`src/nnPkg.sv`:
```
`default_nettype none

package nnPkg;

	// Datapath widths
	parameter int ActWidth = 8;
	parameter int AccWidth = 24;

	// APB address and data widths
	parameter int AddrWidth = 8;
	parameter int DataWidth = 32;

	// The rectifier clips sums at or above SatLimit to full scale and otherwise
	// takes the activation from bit FracShift upwards
	parameter int SatLimit = 8192;
	parameter int FracShift = 5;

	// Register stages through one neuron
	parameter int LayerLatency = 3;

	typedef enum logic [AddrWidth-1:0] {
		RegControl = 8'h00,
		RegStatus = 8'h04,
		RegIn0 = 8'h10,
		RegIn1 = 8'h14,
		RegIn2 = 8'h18,
		RegIn3 = 8'h1C,
		RegOut0 = 8'h20,
		RegOut1 = 8'h24
	} regAddr_t;

	typedef enum logic [1:0] {
		Idle,
		Launch,
		Wait,
		Capture
	} ctrlState_t;

endpackage

`default_nettype wire
```
`src/mlpAccelerator.sv`:
```
`default_nettype none

module mlpAccelerator #(
	parameter int NumInputs = 4,
	parameter int NumHidden = 4,
	parameter int NumOutputs = 2,
	// Rows are listed from the highest neuron down, each row from its highest input down
	parameter logic [NumHidden-1:0][NumInputs-1:0][nnPkg::AccWidth-1:0] HiddenWeights = {
		24'sd9, -24'sd12, 24'sd29, 24'sd1,
		-24'sd3, 24'sd16, 24'sd4, -24'sd5,
		24'sd17, -24'sd11, 24'sd6, 24'sd10,
		-24'sd18, 24'sd13, 24'sd15, -24'sd7
	},
	parameter logic [NumHidden-1:0][nnPkg::AccWidth-1:0] HiddenBiases = {
		24'sd3, -24'sd2, 24'sd5, 24'sd1
	},
	parameter logic [NumOutputs-1:0][NumHidden-1:0][nnPkg::AccWidth-1:0] OutputWeights = {
		24'sd15, -24'sd6, 24'sd9, 24'sd13,
		-24'sd8, 24'sd18, 24'sd4, -24'sd3
	},
	parameter logic [NumOutputs-1:0][nnPkg::AccWidth-1:0] OutputBiases = {
		-24'sd4, 24'sd2
	}
) (
	input wire logic clk,
	input wire logic reset,
	input wire logic [nnPkg::AddrWidth-1:0] paddr,
	input wire logic psel,
	input wire logic penable,
	input wire logic pwrite,
	input wire logic [nnPkg::DataWidth-1:0] pwdata,
	output logic [nnPkg::DataWidth-1:0] prdata,
	output logic pready,
	output logic pslverr
);

	logic startPulse;
	logic busy;
	logic done;
	logic launchValid;
	logic hiddenValid;
	logic resultValid;
	logic [NumInputs*nnPkg::ActWidth-1:0] inputVector;
	logic [NumHidden*nnPkg::ActWidth-1:0] hiddenVector;
	logic [NumOutputs*nnPkg::ActWidth-1:0] resultVector;
	logic [NumOutputs*nnPkg::ActWidth-1:0] outputVector;

	apbRegisterFile #(
		.NumInputs(NumInputs),
		.NumOutputs(NumOutputs)
	) regFile (
		.clk(clk),
		.reset(reset),
		.paddr(paddr),
		.psel(psel),
		.penable(penable),
		.pwrite(pwrite),
		.pwdata(pwdata),
		.busy(busy),
		.done(done),
		.outputVector(outputVector),
		.prdata(prdata),
		.pready(pready),
		.pslverr(pslverr),
		.startPulse(startPulse),
		.inputVector(inputVector)
	);

	inferenceControl #(
		.NumOutputs(NumOutputs)
	) control (
		.clk(clk),
		.reset(reset),
		.startPulse(startPulse),
		.resultValid(resultValid),
		.resultVector(resultVector),
		.launchValid(launchValid),
		.busy(busy),
		.done(done),
		.outputVector(outputVector)
	);

	denseLayer #(
		.NumIn(NumInputs),
		.NumOut(NumHidden),
		.Weights(HiddenWeights),
		.Biases(HiddenBiases)
	) hiddenLayer (
		.clk(clk),
		.reset(reset),
		.inValid(launchValid),
		.inVector(inputVector),
		.outVector(hiddenVector),
		.outValid(hiddenValid)
	);

	denseLayer #(
		.NumIn(NumHidden),
		.NumOut(NumOutputs),
		.Weights(OutputWeights),
		.Biases(OutputBiases)
	) outputLayer (
		.clk(clk),
		.reset(reset),
		.inValid(hiddenValid),
		.inVector(hiddenVector),
		.outVector(resultVector),
		.outValid(resultValid)
	);

endmodule

`default_nettype wire

```
`src/apbRegisterFile.sv`:
```
`default_nettype none

module apbRegisterFile #(
	parameter int NumInputs = 4,
	parameter int NumOutputs = 2
) (
	input wire logic clk,
	input wire logic reset,
	input wire logic [nnPkg::AddrWidth-1:0] paddr,
	input wire logic psel,
	input wire logic penable,
	input wire logic pwrite,
	input wire logic [nnPkg::DataWidth-1:0] pwdata,
	input wire logic busy,
	input wire logic done,
	input wire logic [NumOutputs*nnPkg::ActWidth-1:0] outputVector,
	output logic [nnPkg::DataWidth-1:0] prdata,
	output logic pready,
	output logic pslverr,
	output logic startPulse,
	output logic [NumInputs*nnPkg::ActWidth-1:0] inputVector
);

	logic isControl;
	logic isStatus;
	logic isInput;
	logic isOutput;
	logic [1:0] regIndex;
	logic accessError;
	logic writeAccess;
	logic [nnPkg::DataWidth-1:0] readData;

	// Input and output registers sit on consecutive words
	assign regIndex = paddr[3:2];

	always_comb
	begin
		isControl = 1'b0;
		isStatus = 1'b0;
		isInput = 1'b0;
		isOutput = 1'b0;
		case (paddr)
			nnPkg::RegControl:
			begin
				isControl = 1'b1;
			end
			nnPkg::RegStatus:
			begin
				isStatus = 1'b1;
			end
			nnPkg::RegIn0, nnPkg::RegIn1, nnPkg::RegIn2, nnPkg::RegIn3:
			begin
				isInput = int'(regIndex) < NumInputs;
			end
			nnPkg::RegOut0, nnPkg::RegOut1:
			begin
				isOutput = int'(regIndex) < NumOutputs;
			end
			default:
			begin
				isControl = 1'b0;
			end
		endcase
	end

	// Inputs are locked while a vector is in flight
	assign accessError = !(isControl || isStatus || isInput || isOutput)
		|| (pwrite && (isStatus || isOutput))
		|| (pwrite && isInput && busy);

	assign writeAccess = psel && penable && pwrite && !accessError;
	assign pready = 1'b1;
	assign pslverr = psel && penable && accessError;

	always_comb
	begin
		readData = '0;
		if (isStatus)
		begin
			readData[1:0] = {done, busy};
		end
		else if (isInput)
		begin
			readData[nnPkg::ActWidth-1:0] =
				inputVector[regIndex*nnPkg::ActWidth +: nnPkg::ActWidth];
		end
		else if (isOutput)
		begin
			readData[nnPkg::ActWidth-1:0] =
				outputVector[regIndex*nnPkg::ActWidth +: nnPkg::ActWidth];
		end
	end

	always_ff @(posedge clk)
	begin
		if (reset)
		begin
			prdata <= '0;
			startPulse <= 1'b0;
			inputVector <= '0;
		end
		else
		begin
			// A start while busy is dropped quietly
			startPulse <= writeAccess && isControl && pwdata[0] && !busy;
			if (psel && !penable)
			begin
				prdata <= readData;
			end
			if (writeAccess && isInput)
			begin
				inputVector[regIndex*nnPkg::ActWidth +: nnPkg::ActWidth] <=
					pwdata[nnPkg::ActWidth-1:0];
			end
		end
	end

	enableAfterSetup: assert property (@(posedge clk) disable iff (reset)
		penable |-> $past(psel && !penable));

endmodule

`default_nettype wire

```
`src/inferenceControl.sv`:
```
`default_nettype none

module inferenceControl #(
	parameter int NumOutputs = 2
) (
	input wire logic clk,
	input wire logic reset,
	input wire logic startPulse,
	input wire logic resultValid,
	input wire logic [NumOutputs*nnPkg::ActWidth-1:0] resultVector,
	output logic launchValid,
	output logic busy,
	output logic done,
	output logic [NumOutputs*nnPkg::ActWidth-1:0] outputVector
);

	nnPkg::ctrlState_t state;

	always_ff @(posedge clk)
	begin
		if (reset)
		begin
			state <= nnPkg::Idle;
			done <= 1'b0;
			outputVector <= '0;
		end
		else
		begin
			case (state)
				nnPkg::Idle:
				begin
					if (startPulse)
					begin
						done <= 1'b0;
						state <= nnPkg::Launch;
					end
				end
				nnPkg::Launch:
				begin
					state <= nnPkg::Wait;
				end
				nnPkg::Wait:
				begin
					// The result is taken on its valid edge and Capture then reports done
					if (resultValid)
					begin
						outputVector <= resultVector;
						state <= nnPkg::Capture;
					end
				end
				nnPkg::Capture:
				begin
					done <= 1'b1;
					state <= nnPkg::Idle;
				end
				default:
				begin
					state <= nnPkg::Idle;
				end
			endcase
		end
	end

	assign busy = (state != nnPkg::Idle);
	assign launchValid = (state == nnPkg::Launch);

	singleLaunch: assert property (@(posedge clk) disable iff (reset)
		launchValid |=> !launchValid);

	// Only one vector is ever issued, so a result outside Wait means a lost tag
	resultInWait: assert property (@(posedge clk) disable iff (reset)
		resultValid |-> state == nnPkg::Wait);

endmodule

`default_nettype wire

```
`src/denseLayer.sv`:
```
`default_nettype none

module denseLayer #(
	parameter int NumIn = 4,
	parameter int NumOut = 4,
	parameter logic [NumOut-1:0][NumIn-1:0][nnPkg::AccWidth-1:0] Weights = '0,
	parameter logic [NumOut-1:0][nnPkg::AccWidth-1:0] Biases = '0
) (
	input wire logic clk,
	input wire logic reset,
	input wire logic inValid,
	input wire logic [NumIn*nnPkg::ActWidth-1:0] inVector,
	output logic [NumOut*nnPkg::ActWidth-1:0] outVector,
	output logic outValid
);

	logic [nnPkg::LayerLatency-1:0] validPipe;

	// Every neuron sees the same input vector
	for (genvar j = 0; j < NumOut; j++)
	begin : gNeuron
		neuronNode #(
			.NumIn(NumIn),
			.Weights(Weights[j]),
			.Bias(Biases[j])
		) node (
			.clk(clk),
			.reset(reset),
			.activations(inVector),
			.result(outVector[j*nnPkg::ActWidth +: nnPkg::ActWidth])
		);
	end

	// Valid tags move in step with the neuron stages, one bit per vector in flight
	always_ff @(posedge clk)
	begin
		if (reset)
		begin
			validPipe <= '0;
		end
		else
		begin
			validPipe <= {validPipe[nnPkg::LayerLatency-2:0], inValid};
		end
	end

	assign outValid = validPipe[nnPkg::LayerLatency-1];

	validLatency: assert property (@(posedge clk) disable iff (reset)
		outValid == $past(inValid, nnPkg::LayerLatency));

endmodule

`default_nettype wire

```
`src/neuronNode.sv`:
```
`default_nettype none

module neuronNode #(
	parameter int NumIn = 4,
	parameter logic [NumIn-1:0][nnPkg::AccWidth-1:0] Weights = '0,
	parameter logic [nnPkg::AccWidth-1:0] Bias = '0
) (
	input wire logic clk,
	input wire logic reset,
	input wire logic [NumIn*nnPkg::ActWidth-1:0] activations,
	output logic [nnPkg::ActWidth-1:0] result
);

	logic [NumIn-1:0][nnPkg::AccWidth-1:0] actReg;
	logic [nnPkg::AccWidth-1:0] macSum;
	logic [nnPkg::AccWidth-1:0] sumReg;

	// Stage 1 holds the activations already widened to the accumulator width
	always_ff @(posedge clk)
	begin
		if (reset)
		begin
			actReg <= '0;
		end
		else
		begin
			for (int i = 0; i < NumIn; i++)
			begin
				actReg[i] <= {{(nnPkg::AccWidth - nnPkg::ActWidth){1'b0}},
					activations[i*nnPkg::ActWidth +: nnPkg::ActWidth]};
			end
		end
	end

	// Products and sum wrap at the accumulator width, so signed weights
	// work without any sign handling here
	always_comb
	begin
		macSum = Bias;
		for (int i = 0; i < NumIn; i++)
		begin
			macSum = macSum + actReg[i] * Weights[i];
		end
	end

	always_ff @(posedge clk)
	begin
		if (reset)
		begin
			sumReg <= '0;
		end
		else
		begin
			sumReg <= macSum;
		end
	end

	// Stage 3 is the saturating rectifier
	always_ff @(posedge clk)
	begin
		if (reset)
		begin
			result <= '0;
		end
		else if (sumReg[nnPkg::AccWidth-1])
		begin
			result <= '0;
		end
		else if (sumReg >= nnPkg::SatLimit)
		begin
			result <= '1;
		end
		else
		begin
			result <= sumReg[nnPkg::FracShift +: nnPkg::ActWidth];
		end
	end

	resultKnown: assert property (@(posedge clk) disable iff (reset)
		!$isunknown(result));

endmodule

`default_nettype wire

```
`config.mk`:
```
export PLATFORM = sky130hd
export DESIGN_NAME = mlpAccelerator
export DESIGN_NICKNAME = d
export VERILOG_FILES = /design/src/nnPkg.sv /design/src/mlpAccelerator.sv /design/src/apbRegisterFile.sv /design/src/inferenceControl.sv /design/src/denseLayer.sv /design/src/neuronNode.sv
export SDC_FILE = /design/constraint.sdc
export NUM_CORES = 1
export LEC_CHECK = 0
export BUFFER_PORTS_ARGS = -buffer_cell sky130_fd_sc_hd__buf_2
export CAP_MARGIN = 10
export CORE_MARGIN = 1
export CORE_UTILIZATION = 39
export CTS_BUF_LIST = sky130_fd_sc_hd__clkbuf_16
export CTS_CLUSTER_SIZE = 40
export DETAILED_ROUTE_END_ITERATION = 12
export PLACE_DENSITY_LB_ADDON = 0.15
export SETUP_SLACK_MARGIN = 0.5
export SLEW_MARGIN = 20
export SYNTH_ARGS = -nofsm -noshare
export SYNTH_HDL_FRONTEND = slang
export SYNTH_HIERARCHICAL = 1
export SYNTH_SLANG_ARGS = --single-unit
```
`constraint.sdc`:
```
create_clock -name clk -period 9.23 [get_ports clk]
set_input_delay 1.846 -clock clk [delete_from_list [all_inputs] [get_ports clk]]
set_output_delay 1.846 -clock clk [all_outputs]
set_load 0.01 [all_outputs]
```
==> reports/results.tsv <==
metric	value	unit
crit_arrival	8.65	ns
preCtsSetupSlack	0.946	ns
grt_usage	18.0	%
cp-start-kind	register	
ant_nets	0	
avgSynthCellArea	9.88	um^2
p_comb_share	36.5	%
place_congestion	0.822	
async_flop_share	0	%
drc	0	
num_rows	120	
cts_htree_levels	2	
die_y	330	um
drt-pass1-iter-count	5	
cts-buffers-inserted	49	
p_leak	23.3	nW
crit_slowest_cell	fa_1	
worstSetupPathType	register to register	
cts.sink_count	418	
vias_per_cell	4.77	
swShare	34.8	%
setup_viol	0	
min-delay-start	hiddenLayer/validPipe[2]	
min_to	outputLayer/validPipe[0]	
grt_start_max_net_pins	159	
cts_tree	done	
power_density	137	mW/mm^2
yosysWarnings	6	
vias	27200	
status	complete, no violations	
chipWidth	330	um
hpwlAfterDp	78900	um
clk_latency	0.60	ns
required	9.69	ns
period_needed	8.19	ns
worstMarginPinSlew	0.907	ns
wire_per_inst	16.4	um
drv_slew	0	
synthCells	4250	
p_seq_share	31.7	%
cap_violations	0	
port_buffers	29	
rsz0062_at_grt	false	
ir_drop	151	uV
hold_viol	0	
worstHoldPathType	register to register	
clock_skew	0.0317	ns
synth_cell_types	111	
drive_above_1_share	4.49	%
worst_hold_slack	0.434	ns
fin_nets	5532	
overflow	0	
synthFlopType	dfxtp_1	
crit_fanout	7	
synth_seq_cells	418	
switching_power	2.15	mW
internal-power	4.03	mW
grt_pass1_wl	154000	um
crit_top_cell	fa_1	
start_util	39.3	%
grt_pass1_vias	28400	
fmax	0.122	GHz
cts-root-buf	clkbuf_16	
drt_iter0_drc	1114	
netlist_area	0.0420	mm^2
endpoint_kind	register	
r2r_slack	1.04	ns
clkPwrFrac	31.8	%
cts.clk_slew.worst_paths	0.06	ns
tns	0	ns
area_growth	7.39	%
fp.dieArea	0.109	mm^2
reg2reg_depth	26	
antenna_found_initial	9	
whs_path_depth	1	
post_cts_buffers	0	
clk_path_buf_depth	3	
min_period_over_period	88.8	%
cp_slowest_stage_delay	0.59	ns
wirelength	93800	um
r2r-start	hiddenLayer/gNeuron[0].node/actReg[75]	
ys_seq_area_share	19.9	%
r2r-end	hiddenLayer/gNeuron[0].node/sumReg[23]	
slew_headroom	39.1	%
synth-edff-count	0	
ios	79	
core	0.107	mm^2
fin_ws	1.04	ns
## cells by family (layout without fill, tap and decap cells)
group           Yosys count  count (layout)  synth area share, %
compound gates          612             612                 9.98
fa+ha+maj              1230            1230                 45.8
mux                      24              24                0.840
simple gates            750             750                 9.72
xor+xnor                181             181                 3.93
other cells               2              30               0.0179
buf+inv                1033            1058                 9.76
flops                   418             418                 19.9
## repair_timing
action	CTS	global route
gates resized for setup	0	5
hold buffers	0	0
endpoints found under the setup margin	0	5
## sequential cells by signal (all words and copies together), names as in the netlist
| name | flops |
|---|---|
| hiddenLayer/gNeuron.node/result | 32 |
| outputLayer/validPipe | 3 |
| control/done | 1 |
| control/outputVector | 16 |
| outputLayer/gNeuron.node/actReg | 64 |
| outputLayer/gNeuron.node/result | 16 |
| hiddenLayer/gNeuron.node/sumReg | 74 |
| hiddenLayer/gNeuron.node/actReg | 128 |
| regFile/prdata | 8 |
| hiddenLayer/validPipe | 3 |
| control/state | 2 |
| outputLayer/gNeuron.node/sumReg | 38 |
| regFile/startPulse | 1 |
| regFile/inputVector | 32 |
## per-layer routing
layer	wire (um)	global-route usage (%)	up-vias
li1	-	-	13700
met1	43400	23.8	13200
met2	46800	32.0	294
met3	2190	1.56	82
met4	1390	3.28	0
met5	0	0	-
## Yosys cell counts, drive strengths merged (22+ instances only)
library cell / n / area [um^2]
fa: 513 / 10300
nand2: 102 / 383
xor2: 57 / 507
nand3: 30 / 150
ha: 717 / 8970
nor2: 162 / 616
nand4: 41 / 269
xnor2: 121 / 1070
nor2b: 223 / 1400
a21oi: 173 / 915
o21bai: 24 / 180
nand2b: 22 / 138
a211oi: 24 / 210
inv: 932 / 3500
clkbuf: 48 / 181
dfxtp: 418 / 8370
buf: 53 / 419
o21ai: 113 / 577
a21o: 69 / 523
nor3: 59 / 310
o21a: 84 / 632
## power by group through the flow
stage | registers, mW | logic (mW) | clock network [mW]
global route | 1.96 | 2.59 | 2.10
floorplan | 1.97 | 1.82 | 0
CTS | 1.96 | 2.27 | 2.02
global placement | 2.00 | 2.26 | 0
detailed placement | 2.00 | 2.24 | 0
finish | 1.96 | 2.26 | 1.96
## worst max-delay path: cells and delay by family, from the launching register on
family / cells / cell delay [ns]
XOR/XNOR: 2 / 0.58
flip-flops: 1 / 0.56
AND/OR/NAND/NOR: 1 / 0.06
AO/OA/AOI/OAI: 7 / 1.33
buffers and inverters: 4 / 0.19
adder cells (fa/ha/maj): 12 / 5.32
## stage by stage
step	cells	utilization [%]	instance area, um^2	total power [mW]
after floorplan	4273	-	42100	3.79
after global placement	5609	40.6	43400	4.26
after detailed placement	5609	40.6	43400	4.24
after CTS	5701	42.2	45100	6.26
after global routing	5703	42.2	45100	6.65
final	5706	42.2	45100	6.18
## worst max-delay path by stage
stage / start / end / slack (ns) / cells past startpoint
detailed placement: outputLayer/gNeuron[0].node/actReg[77] / outputLayer/gNeuron[0].node/sumReg[23] / 0.95 / 31
finish: hiddenLayer/gNeuron[0].node/actReg[75] / hiddenLayer/gNeuron[0].node/sumReg[23] / 1.04 / 26
global route: hiddenLayer/gNeuron[0].node/actReg[78] / hiddenLayer/gNeuron[0].node/sumReg[23] / 0.54 / 30
CTS: outputLayer/gNeuron[0].node/actReg[77] / outputLayer/gNeuron[0].node/sumReg[23] / 0.88 / 31
global placement: outputLayer/gNeuron[0].node/actReg[77] / outputLayer/gNeuron[0].node/sumReg[23] / 0.96 / 31
floorplan: hiddenLayer/gNeuron[0].node/actReg[76] / hiddenLayer/gNeuron[0].node/sumReg[23] / 1.56 / 26
## layout make-up
| cell class | instances | area [um^2] |
|---|---|---|
| diodes | 5 | 12.5 |
| inverters | 932 | 3500 |
| repair buffers | 34 | 205 |
| clock buffers | 51 | 1280 |
| clock inverters | 41 | 357 |
| well taps | 1403 | 1760 |
| fillers | 10700 | 61800 |
| flip-flops and latches | 418 | 8370 |
| multi-input cells | 2822 | 29600 |
## cells in the final DEF, fill, tap and decap left out, types with 19 or more instances in the layout
cell type and instances:
nor4_1 19, o21ai_0 94, inv_1 937, a21oi_1 164, nor2_1 161, nand4_1 39, clkbuf_16 51, ha_1 717
fa_1 513, xor2_1 56, nor2b_1 223, nand3_1 30, a21o_1 65, nand2_1 102, nor3_1 56, o21bai_1 24
dfxtp_1 416, buf_2 28, nand2b_1 22, o21a_1 83, conb_1 25, xnor2_1 119
Power figures use the tool's default switching activity.
